==> config.mk <==
export PLATFORM = sky130hd
export DESIGN_NAME = periph_top
export DESIGN_NICKNAME = d
export VERILOG_FILES = /design/src/source/bus_pkg.sv /design/src/source/map_pkg.sv /design/src/source/axil_if.sv /design/src/source/apb_if.sv /design/src/source/axil_pause.sv /design/src/source/axil_apb_bridge.sv /design/src/source/apb_regbank.sv /design/src/source/periph_top.sv
export SDC_FILE = /design/constraint.sdc
export NUM_CORES = 1
export LEC_CHECK = 0
export BUFFER_PORTS_ARGS = -buffer_cell sky130_fd_sc_hd__clkbuf_2
export CAP_MARGIN = 25
export CORE_MARGIN = 8
export CORE_UTILIZATION = 30
export DETAILED_ROUTE_END_ITERATION = 6
export PLACE_DENSITY_LB_ADDON = 0.12
export SLEW_MARGIN = 30
export SYNTH_ARGS = -nofsm -noshare
export SYNTH_HDL_FRONTEND = slang
export SYNTH_HIERARCHICAL = 1
export SYNTH_SLANG_ARGS = --single-unit
==> constraint.sdc <==
create_clock -name clk -period 10.7 [get_ports clk]
set_input_delay 1.07 -clock clk [delete_from_list [all_inputs] [get_ports clk]]
set_output_delay 1.07 -clock clk [all_outputs]
set_load 0.02 [all_outputs]
==> src/source/bus_pkg.sv <==
package bus_pkg;

    // Bus widths
    localparam int addr_width = 32;
    localparam int data_width = 32;
    localparam int strb_width = data_width / 8;

    // AXI response codes
    typedef enum logic [1:0] {
        okay   = 2'b00,
        slverr = 2'b10,
        decerr = 2'b11
    } resp_e;

    // Bridge sequencing through an APB transfer
    typedef enum logic [1:0] {
        idle,
        setup,
        access
    } apb_phase_e;

endpackage

==> src/source/map_pkg.sv <==
package map_pkg;

    // Two APB windows behind the bridge
    localparam int periph_count = 2;
    localparam logic [periph_count-1:0][31:0] periph_base = {
        32'h0000_2000,
        32'h0000_1000
    };
    localparam logic [31:0] periph_size = 32'h100;

    // Offsets of reg_count * 4 and above are unmapped
    localparam int reg_count = 8;

    localparam int pause_max_trans = 1;

endpackage

==> src/source/axil_if.sv <==
`timescale 1ns/1ps

interface axil_if import bus_pkg::*; ();

    logic                  awvalid;
    logic                  awready;
    logic [addr_width-1:0] awaddr;
    logic [2:0]            awprot;

    logic                  wvalid;
    logic                  wready;
    logic [data_width-1:0] wdata;
    logic [strb_width-1:0] wstrb;

    logic                  bvalid;
    logic                  bready;
    resp_e                 bresp;

    logic                  arvalid;
    logic                  arready;
    logic [addr_width-1:0] araddr;
    logic [2:0]            arprot;

    logic                  rvalid;
    logic                  rready;
    logic [data_width-1:0] rdata;
    resp_e                 rresp;

    modport manager (
        output awvalid, awaddr, awprot, wvalid, wdata, wstrb, bready,
        output arvalid, araddr, arprot, rready,
        input  awready, wready, bvalid, bresp, arready, rvalid, rdata, rresp
    );

    modport subordinate (
        input  awvalid, awaddr, awprot, wvalid, wdata, wstrb, bready,
        input  arvalid, araddr, arprot, rready,
        output awready, wready, bvalid, bresp, arready, rvalid, rdata, rresp
    );

endinterface

==> src/source/apb_if.sv <==
`timescale 1ns/1ps

interface apb_if import bus_pkg::*; ();

    logic [addr_width-1:0] paddr;
    logic [2:0]            pprot;
    logic                  psel;
    logic                  penable;
    logic                  pwrite;
    logic [data_width-1:0] pwdata;
    logic [strb_width-1:0] pstrb;
    logic                  pready;
    logic [data_width-1:0] prdata;
    logic                  pslverr;

    modport requester (
        output paddr, pprot, psel, penable, pwrite, pwdata, pstrb,
        input  pready, prdata, pslverr
    );

    modport completer (
        input  paddr, pprot, psel, penable, pwrite, pwdata, pstrb,
        output pready, prdata, pslverr
    );

endinterface

==> src/source/axil_pause.sv <==
`timescale 1ns/1ps

module axil_pause import map_pkg::*; (
    input  logic        clk,
    input  logic        arst_n,
    input  logic        pause_req,
    output logic        pause_ack,
    axil_if.subordinate slv,
    axil_if.manager     mst
);

    logic [1:0] cnt;
    logic       gate_open;
    logic       aw_hs;
    logic       ar_hs;
    logic       b_hs;
    logic       r_hs;

    // New requests only while not paused and below the outstanding limit
    assign gate_open = !pause_req && (cnt < pause_max_trans);

    assign mst.awvalid = slv.awvalid && gate_open;
    assign slv.awready = mst.awready && gate_open;
    assign mst.awaddr  = slv.awaddr;
    assign mst.awprot  = slv.awprot;

    assign mst.wvalid  = slv.wvalid;
    assign slv.wready  = mst.wready;
    assign mst.wdata   = slv.wdata;
    assign mst.wstrb   = slv.wstrb;

    assign slv.bvalid  = mst.bvalid;
    assign mst.bready  = slv.bready;
    assign slv.bresp   = mst.bresp;

    assign mst.arvalid = slv.arvalid && gate_open;
    assign slv.arready = mst.arready && gate_open;
    assign mst.araddr  = slv.araddr;
    assign mst.arprot  = slv.arprot;

    assign slv.rvalid  = mst.rvalid;
    assign mst.rready  = slv.rready;
    assign slv.rdata   = mst.rdata;
    assign slv.rresp   = mst.rresp;

    assign aw_hs = mst.awvalid && mst.awready;
    assign ar_hs = mst.arvalid && mst.arready;
    assign b_hs  = mst.bvalid && mst.bready;
    assign r_hs  = mst.rvalid && mst.rready;

    always_ff @(posedge clk or negedge arst_n) begin
        if (!arst_n) begin
            cnt       <= '0;
            pause_ack <= 1'b0;
        end else begin
            cnt       <= cnt + {1'b0, aw_hs} + {1'b0, ar_hs} - {1'b0, b_hs} - {1'b0, r_hs};
            // Acknowledge once drained
            pause_ack <= pause_req && (cnt == '0);
        end
    end

endmodule

==> src/source/axil_apb_bridge.sv <==
`timescale 1ns/1ps

module axil_apb_bridge import bus_pkg::*; import map_pkg::*; (
    input  logic        clk,
    input  logic        arst_n,
    axil_if.subordinate slv,
    apb_if.requester    apb0,
    apb_if.requester    apb1
);

    apb_phase_e state;

    // Captured request
    logic [addr_width-1:0] req_addr;
    logic [data_width-1:0] req_wdata;
    logic [strb_width-1:0] req_strb;
    logic [2:0]            req_prot;
    logic                  req_write;
    logic                  req_idx;
    logic                  last_wr;

    // Response holding registers
    logic                  bvalid_q;
    resp_e                 bresp_q;
    logic                  rvalid_q;
    resp_e                 rresp_q;
    logic [data_width-1:0] rdata_q;

    logic                  free;
    logic                  wr_req;
    logic                  rd_req;
    logic                  grant_wr;
    logic                  grant_rd;
    logic                  take;
    logic [addr_width-1:0] in_addr;
    logic                  hit;
    logic                  hit_idx;
    logic [addr_width-1:0] rebased;
    logic                  psel0;
    logic                  psel1;
    logic                  sel_pready;
    logic                  sel_pslverr;
    logic [data_width-1:0] sel_prdata;

    // ************************************************************************
    // Arbitration and decode
    // ************************************************************************

    assign free   = (state == idle) && !bvalid_q && !rvalid_q;
    assign wr_req = slv.awvalid && slv.wvalid;
    assign rd_req = slv.arvalid;

    // Write wins unless it was served last
    assign grant_wr = free && wr_req && (!rd_req || !last_wr);
    assign grant_rd = free && rd_req && !grant_wr;
    assign take     = grant_wr || grant_rd;
    assign in_addr  = grant_wr ? slv.awaddr : slv.araddr;

    always_comb begin
        hit     = 1'b0;
        hit_idx = 1'b0;
        rebased = '0;
        for (int i = 0; i < periph_count; i++) begin
            // Wraps to a large value below the base
            if (in_addr - periph_base[i] < periph_size) begin
                hit     = 1'b1;
                hit_idx = 1'(i);
                rebased = in_addr - periph_base[i];
            end
        end
    end

    assign slv.awready = grant_wr;
    assign slv.wready  = grant_wr;
    assign slv.arready = grant_rd;

    // ************************************************************************
    // Sequencing
    // ************************************************************************

    always_ff @(posedge clk or negedge arst_n) begin
        if (!arst_n) begin
            state    <= idle;
            last_wr  <= 1'b0;
            bvalid_q <= 1'b0;
            rvalid_q <= 1'b0;
        end else begin
            if (slv.bready) begin
                bvalid_q <= 1'b0;
            end
            if (slv.rready) begin
                rvalid_q <= 1'b0;
            end
            unique case (state)
                idle: begin
                    if (take) begin
                        last_wr <= grant_wr;
                        if (hit) begin
                            state <= setup;
                        end else if (grant_wr) begin
                            bvalid_q <= 1'b1;
                        end else begin
                            rvalid_q <= 1'b1;
                        end
                    end
                end
                setup: begin
                    state <= access;
                end
                access: begin
                    if (sel_pready) begin
                        state <= idle;
                        if (req_write) begin
                            bvalid_q <= 1'b1;
                        end else begin
                            rvalid_q <= 1'b1;
                        end
                    end
                end
                default: state <= idle;
            endcase
        end
    end

    always_ff @(posedge clk) begin
        if (take) begin
            req_addr  <= rebased;
            req_wdata <= slv.wdata;
            req_strb  <= slv.wstrb;
            req_prot  <= grant_wr ? slv.awprot : slv.arprot;
            req_write <= grant_wr;
            req_idx   <= hit_idx;
        end
        // Miss answers without an APB cycle
        if (take && !hit) begin
            bresp_q <= decerr;
            rresp_q <= decerr;
            rdata_q <= '0;
        end
        if (state == access && sel_pready) begin
            bresp_q <= sel_pslverr ? slverr : okay;
            rresp_q <= sel_pslverr ? slverr : okay;
            rdata_q <= sel_prdata;
        end
    end

    // ************************************************************************
    // APB side
    // ************************************************************************

    assign psel0 = (state != idle) && !req_idx;
    assign psel1 = (state != idle) && req_idx;

    assign apb0.psel    = psel0;
    assign apb0.penable = psel0 && (state == access);
    assign apb0.paddr   = req_addr;
    assign apb0.pprot   = req_prot;
    assign apb0.pwrite  = req_write;
    assign apb0.pwdata  = req_wdata;
    assign apb0.pstrb   = req_strb;

    assign apb1.psel    = psel1;
    assign apb1.penable = psel1 && (state == access);
    assign apb1.paddr   = req_addr;
    assign apb1.pprot   = req_prot;
    assign apb1.pwrite  = req_write;
    assign apb1.pwdata  = req_wdata;
    assign apb1.pstrb   = req_strb;

    assign sel_pready  = req_idx ? apb1.pready : apb0.pready;
    assign sel_pslverr = req_idx ? apb1.pslverr : apb0.pslverr;
    assign sel_prdata  = req_idx ? apb1.prdata : apb0.prdata;

    assign slv.bvalid = bvalid_q;
    assign slv.bresp  = bresp_q;
    assign slv.rvalid = rvalid_q;
    assign slv.rresp  = rresp_q;
    assign slv.rdata  = rdata_q;

endmodule

==> src/source/apb_regbank.sv <==
`timescale 1ns/1ps

module apb_regbank import bus_pkg::*; import map_pkg::*; (
    input  logic      clk,
    input  logic      arst_n,
    apb_if.completer  apb
);

    logic [data_width-1:0] regs [reg_count];
    logic                  xfer;
    logic                  mapped;
    logic [2:0]            idx;

    assign xfer   = apb.psel && apb.penable;
    assign mapped = apb.paddr < reg_count * 4;
    assign idx    = apb.paddr[4:2];

    // Zero wait states
    assign apb.pready  = xfer;
    assign apb.pslverr = xfer && !mapped;
    assign apb.prdata  = mapped ? regs[idx] : '0;

    always_ff @(posedge clk or negedge arst_n) begin
        if (!arst_n) begin
            for (int i = 0; i < reg_count; i++) begin
                regs[i] <= '0;
            end
        end else if (xfer && apb.pwrite && mapped) begin
            // Only strobed bytes change
            for (int b = 0; b < strb_width; b++) begin
                if (apb.pstrb[b]) begin
                    regs[idx][8*b +: 8] <= apb.pwdata[8*b +: 8];
                end
            end
        end
    end

endmodule

==> src/source/periph_top.sv <==
`timescale 1ns/1ps

module periph_top import bus_pkg::*; (
    input  logic                  clk,
    input  logic                  arst_n,

    input  logic                  awvalid,
    output logic                  awready,
    input  logic [addr_width-1:0] awaddr,
    input  logic [2:0]            awprot,
    input  logic                  wvalid,
    output logic                  wready,
    input  logic [data_width-1:0] wdata,
    input  logic [strb_width-1:0] wstrb,
    output logic                  bvalid,
    input  logic                  bready,
    output resp_e                 bresp,
    input  logic                  arvalid,
    output logic                  arready,
    input  logic [addr_width-1:0] araddr,
    input  logic [2:0]            arprot,
    output logic                  rvalid,
    input  logic                  rready,
    output logic [data_width-1:0] rdata,
    output resp_e                 rresp,

    input  logic                  pause_req,
    output logic                  pause_ack
);

    axil_if top_bus ();
    axil_if brg_bus ();
    apb_if  apb0_bus ();
    apb_if  apb1_bus ();

    // ************************************************************************
    // Plain ports onto the upstream bus
    // ************************************************************************

    assign top_bus.awvalid = awvalid;
    assign top_bus.awaddr  = awaddr;
    assign top_bus.awprot  = awprot;
    assign top_bus.wvalid  = wvalid;
    assign top_bus.wdata   = wdata;
    assign top_bus.wstrb   = wstrb;
    assign top_bus.bready  = bready;
    assign top_bus.arvalid = arvalid;
    assign top_bus.araddr  = araddr;
    assign top_bus.arprot  = arprot;
    assign top_bus.rready  = rready;

    assign awready = top_bus.awready;
    assign wready  = top_bus.wready;
    assign bvalid  = top_bus.bvalid;
    assign bresp   = top_bus.bresp;
    assign arready = top_bus.arready;
    assign rvalid  = top_bus.rvalid;
    assign rdata   = top_bus.rdata;
    assign rresp   = top_bus.rresp;

    // ************************************************************************
    // Pause, bridge and the two banks
    // ************************************************************************

    axil_pause pause_i (
        .clk       (clk),
        .arst_n    (arst_n),
        .pause_req (pause_req),
        .pause_ack (pause_ack),
        .slv       (top_bus.subordinate),
        .mst       (brg_bus.manager)
    );

    axil_apb_bridge bridge_i (
        .clk    (clk),
        .arst_n (arst_n),
        .slv    (brg_bus.subordinate),
        .apb0   (apb0_bus.requester),
        .apb1   (apb1_bus.requester)
    );

    apb_regbank bank0_i (
        .clk    (clk),
        .arst_n (arst_n),
        .apb    (apb0_bus.completer)
    );

    apb_regbank bank1_i (
        .clk    (clk),
        .arst_n (arst_n),
        .apb    (apb1_bus.completer)
    );

endmodule

# == Word level (Yosys, flattened, before mapping) ==
# Index checks and enable logic that the tools add are counted.
# classes
add_sub_neg,6
muxes,70
n_eq_ne,5
n_lt_le_gt_ge,6
n_bitwise,1
n_reduce_logical,49
# ops
op,n
2-to-1 mux 256 bit,14
bitwise mux 256 bit,8
2-to-1 mux 32 bit,13
demux 32 bit (select 3 bit),4
binary-select mux 32 bit (select 3 bit),2
less-than comparator 32 x 9 -> 1 bit (second input constant),2
logical AND 1 bit,32
less-than comparator 32 x 6 -> 1 bit (second input constant),1
subtractor 32 x 13 -> 32 bit (second input constant),1
subtractor 32 x 14 -> 32 bit (second input constant),1
2-to-1 mux 24 bit,1
2-to-1 mux 1 bit,17
2-to-1 mux 16 bit,1
2-to-1 mux 2 bit,6
zero test 1 bit,9
2-to-1 mux 8 bit,1
!= test 2 x 1 -> 1 bit (second input constant),3
one-hot mux 2 bit (3 select lines),1
adder 2 x 1 -> 2 bit,2
greater-or-equal comparator 4 bit (second input constant),1
zero test 2 bit,2
less-than comparator 4 x 1 -> 1 bit (second input constant),1
inverter 3 -> 4 bit,1
one-hot mux 1 bit (2 select lines),2
8 further kinds,11
# word_totals
out_inout_bits,42
inputBits,114
register_bits,624

# == Logic depth before layout (Yosys ltp) ==
# logic_depth
ltp_word,16
depth_mapped,21
ltp_nobuf,15

# == By module ==
# Netlist, hierarchy kept.
# by_module_without_submodules
module,seq_area_each_um2,n_inst,cells_each,area_per_inst_um2
apb_regbank (bank1_i),6406.1,1,769,11491.0
apb_regbank (bank0_i),6406.1,1,769,11398.4
axil_apb_bridge,3338.2,1,530,6224.7
axil_pause,75.1,1,168,1321.3

# == Worst setup path before layout ==
# Ideal clock, no wire load.
# synth_path
path_kind,input port to flip-flop
startpoint,input pause_req
endpoint,"register bridge_i.rdata_q[0], in the netlist bridge_i/slv.rdata[0], enable pin"
t_arrival_ns,5.623
n_path_buf,6
required_time_ns,10.290
path_stages,20
path_slack_ns,4.667
setup_ns,0.410
cell_sequence,nor3_2 and2_2 nand2_1 nand3_2 buf_6 buf_2 buf_2 buf_2 buf_1 mux2i_1 ha_1 clkbuf_1 nor3b_1 nand4_1 xnor2_1 or4_1 a21oi_1 o2111ai_1 or4_4 a31o_1
# synth_between
elab_chain_len,14
elab_cells_between_ends,23
# synth_rtl
element,line,rtl
"start, declared",periph_top.sv:27,"input logic pause_req,"
zero test 1 bit (*),axil_pause.sv:20,assign gate_open = !pause_req && (cnt < pause_max_trans);
logical AND 1 bit (*),axil_pause.sv:20,
logical AND 1 bit (*),axil_pause.sv:36,assign mst.arvalid = slv.arvalid && gate_open;
via brg_bus.arvalid,axil_if.sv:19,logic arvalid;
zero test 1 bit,axil_apb_bridge.sv:54,assign grant_wr = free && wr_req && (!rd_req || !last_wr);
logical OR 1 bit,axil_apb_bridge.sv:54,
logical AND 1 bit,axil_apb_bridge.sv:54,
2-to-1 mux 32 bit,axil_apb_bridge.sv:57,assign in_addr = grant_wr ? slv.awaddr : slv.araddr;
subtractor 32 x 13 -> 32 bit,axil_apb_bridge.sv:65,if (in_addr - periph_base[i] < periph_size) begin
less-than comparator 32 x 9 -> 1 bit,axil_apb_bridge.sv:65,
2-to-1 mux 1 bit (2 in a row),axil_apb_bridge.sv:65,
zero test 1 bit,axil_apb_bridge.sv:135,if (take && !hit) begin
logical AND 1 bit (*),axil_apb_bridge.sv:135,
nonzero test 2 bit (no line) (*),--,
"end signal, assigned",axil_apb_bridge.sv:143,rdata_q <= sel_prdata;
"end, declared",axil_apb_bridge.sv:27,logic [data_width-1:0] rdata_q;
# The timed path passes the listed nets; every way through them passes the cells marked *.
# A chain may end at the register's enable or synchronous reset.

# == Worst setup path in the final report ==
# layout_path
startpoint,input pause_req
endpoint,"register bridge_i.rdata_q[19], in the netlist bridge_i/slv.rdata[19], enable pin"
# Same word-level chain as after synthesis.

==> metrics.md <==
| Metric | Value |
|---|---|
| TritonCTS Buffers | 75 |
| DR vias/cell | approximately 5.2 |
| Wl on met1 | a little over 40 mm |
| DR top layer | met4 |
| Total Power | between 5 and 6 mW |
| Placed Cells incl. Taps | 3,390 |
| Clock input transition at the sequential cells of the worst setup and hold paths | around 0.060 ns |
| Kind of end point of the critical path | flip-flop |
| Die height | approximately 330 µm |
| Placement Cell Area | between 30,000 and 40,000 µm² |
| IO buf count | between 100 and 150 |
| Hold Path Class | primary input to async pin |
| Cell Pwr Density | about 170 nW/µm² |
| Clk_lat worst skew | slightly above 0.6 ns |
| Setup repair after global routing missed its margin | false |
| Routed wire length per instance | between 20 and 30 µm |
| Worst rel slew slack | 0.321 |
| Nets@finish | ~2,300 |
| Count of yosys warnings during synthesis | 6 |
| Final critical-path setup slack | 4.58 ns |
| Depth of the worst register-to-register path | 17 |
| Wire length of the first global-routing pass | between 100 and 150 mm |
| Max-slew violations | 0 |
| Growth of design area from synthesis to finish | 10.6% |
| Antenna violations before repair | 1 |
| Post-detailed-routing wire length | just under 90 mm |
| Reported leakage power | approximately 16 nW |
| Total congestion overflow | 0 |
| Synthesized cell area | between 30,000 and 40,000 µm² |
| Clock tree from TritonCTS | built |
| Count of pins on the block boundary | between 150 and 200 |
| Estimated wirelength of the detail-placed design | roughly 55 mm |
| Maximum vdd drop | between 0.08 and 0.09 mV |
| Largest net degree at the start of global routing | roughly 160 |
| Peak Freq | between 150 and 200 MHz |
| Final period utilization | 0.572 |
| Synth Area per Inst | 13.7 µm² |
| Clk buf depth | 3 |
| Worst hold margin | between 0.4 and 0.5 ns |
| Filler instances | about 10,000 |
| Area of the placeable core | between 90,000 and 100,000 µm² |
| Critical register-to-register path startpoint | pause_i/cnt[1] |
| Chip Width | 333 µm |
| Share of layout cells above drive strength 1 | 0.395 |
| Initial DRC Count | 1,047 |
| Max-capacitance violation count | 0 |
| Drt first pass iters | 5 |
| Final Setup Violations | 0 |
| Number of nets with antenna violations after detailed routing | 0 |
| Post-cts sizing count | 0 |
| Post-layout utilization of the core | 0.334 |
| Worst Skew | between 0.02 and 0.03 ns |
| Run status | finished clean |
| Final antenna diode count | 0 |
| Met2 layer wire length in the routed design | 41.5 mm |
| WS Path Type | primary input to flip-flop |
| Worst-case setup slack after placement | approximately 3.8 ns |
| Total GRT Usage | 0.157 |
| CTS HTree Levels | 3 |
| Initial Util | 0.301 |
| Count of endpoints failing hold in the final timing report | 0 |
| Met3 WL | between 3 and 4 mm |
| Cts-stage hold buffer count | 0 |
| # clock sinks | 622 |
| Post-route standard cell area excluding fillers | 33,300 µm² |
| Endpoint of the most critical register-to-register path | bridge_i/slv.rdata[19] |
| Drc violations | 0 |
| Minimum clock period | roughly 6 ns |
| Vias in the first global route | 20,200 |
| Kind of start point of the critical path | primary input |
| Post-route non-filler standard cell count | roughly 3,500 |
| Number of instances in the synthesized netlist | 2,203 |
| Row count | ~120 |
| Slack of the worst reg-to-reg path | 4.65 ns |
| Total setup buffers inserted after CTS | 0 |
| DR vias | between 15,000 and 20,000 |
| Library cell used as clock root buffer | sky130_fd_sc_hd__clkbuf_16 |
| TNS Setup | 0 ns |
| Maximum fanout encountered on the critical timing path | between 40 and 50 |
| Critical path required time | 10.97 ns |
| Global placer's final weighted congestion | 0.790 |
| Die Footprint | 111,000 µm² |
| Worst Tran Pin Value | roughly 1 ns |
| Data arrival time of the critical path | roughly 6.4 ns |
[worst max-delay path, stage by stage]
cell and delay, ns:
sky130_fd_sc_hd__clkbuf_2 0.09, sky130_fd_sc_hd__nor3_2 0.24, sky130_fd_sc_hd__and2_2 0.21, sky130_fd_sc_hd__nand2_1 0.08, sky130_fd_sc_hd__nand3_2 0.08, sky130_fd_sc_hd__buf_4 0.45
sky130_fd_sc_hd__inv_1 0.14, sky130_fd_sc_hd__mux2i_1 0.25, sky130_fd_sc_hd__ha_1 0.44, sky130_fd_sc_hd__nor3b_2 0.51, sky130_fd_sc_hd__nand2_1 0.18, sky130_fd_sc_hd__mux2i_4 0.25
sky130_fd_sc_hd__a31oi_1 0.12, sky130_fd_sc_hd__o32a_1 0.35, sky130_fd_sc_hd__nor4_1 0.41, sky130_fd_sc_hd__nand4_1 0.69, sky130_fd_sc_hd__a31o_2 0.44, sky130_fd_sc_hd__buf_4 0.32
[placed cells by master, fill, tap and decap left out, types with 23 or more instances in the layout]
cell type	count
sky130_fd_sc_hd__o22ai_1	129
sky130_fd_sc_hd__buf_4	28
sky130_fd_sc_hd__clkbuf_16	81
sky130_fd_sc_hd__conb_1	23
sky130_fd_sc_hd__nor3_4	64
sky130_fd_sc_hd__o221ai_1	64
sky130_fd_sc_hd__mux2_2	448
sky130_fd_sc_hd__edfxtp_1	102
sky130_fd_sc_hd__mux2_1	41
sky130_fd_sc_hd__dfrtp_1	520
sky130_fd_sc_hd__mux2_4	24
sky130_fd_sc_hd__mux2i_1	48
sky130_fd_sc_hd__o22a_1	64
sky130_fd_sc_hd__clkbuf_2	144
sky130_fd_sc_hd__nor2_1	62
sky130_fd_sc_hd__nor4_1	88
[cell type report]
type / instances / area [µm²] / share of cell area
clock buffers: 116 / 2310 / 0.0693
clock inverters: 19 / 130 / 0.00391
inverters: 12 / 46.3 / 0.00139
multi-input cells: 1283 / 12100 / 0.364
flip-flops and latches: 622 / 16100 / 0.483
well taps: 1298 / 1620 / 0.0488
repair buffers: 176 / 1000 / 0.0302
[report_power, final]
| group | leakage (nW) | internal (mW) | switching, mW |
|---|---|---|---|
| combinational | 6.31 | 0.219 | 0.447 |
| clock | 1.20 | 1.51 | 1.01 |
| sequential | 8.23 | 2.47 | 0.0996 |
| total | 15.7 | 4.20 | 1.56 |
[worst max-delay path by stage]
stage	start	endpoint	slack, ns	cells after the start
after floorplan	pause_req	bridge_i/slv.rdata[0]	4.77	20
after global placement	pause_req	bridge_i/slv.rdata[16]	3.94	18
after detailed placement	pause_req	bridge_i/slv.rdata[16]	3.83	18
after CTS	pause_req	bridge_i/slv.rdata[19]	4.49	18
after global routing	pause_req	bridge_i/slv.rdata[0]	4.10	18
final	pause_req	bridge_i/slv.rdata[19]	4.58	18
[layer usage]
| metal | vias to the layer above | global-route usage |
|---|---|---|
| met2 | 445 | 0.254 |
| met1 | 9638 | 0.211 |
| met3 | 175 | 0.0256 |
| li1 | 8165 | - |
| met4 | 0 | 0.0622 |
| met5 | - | 0 |
[registers in the layout (all words and copies together), names as in the netlist, 2 cells and up]
register              flops
bank0_i/regs            256
bridge_i/slv.rdata       32
bridge_i/apb0.pwdata     32
pause_i/cnt               2
bridge_i/slv.rresp        2
bridge_i/apb0.pstrb       4
bridge_i/state            2
bridge_i/apb0.paddr      30
bank1_i/regs            256
Power figures use the tool's default switching activity.
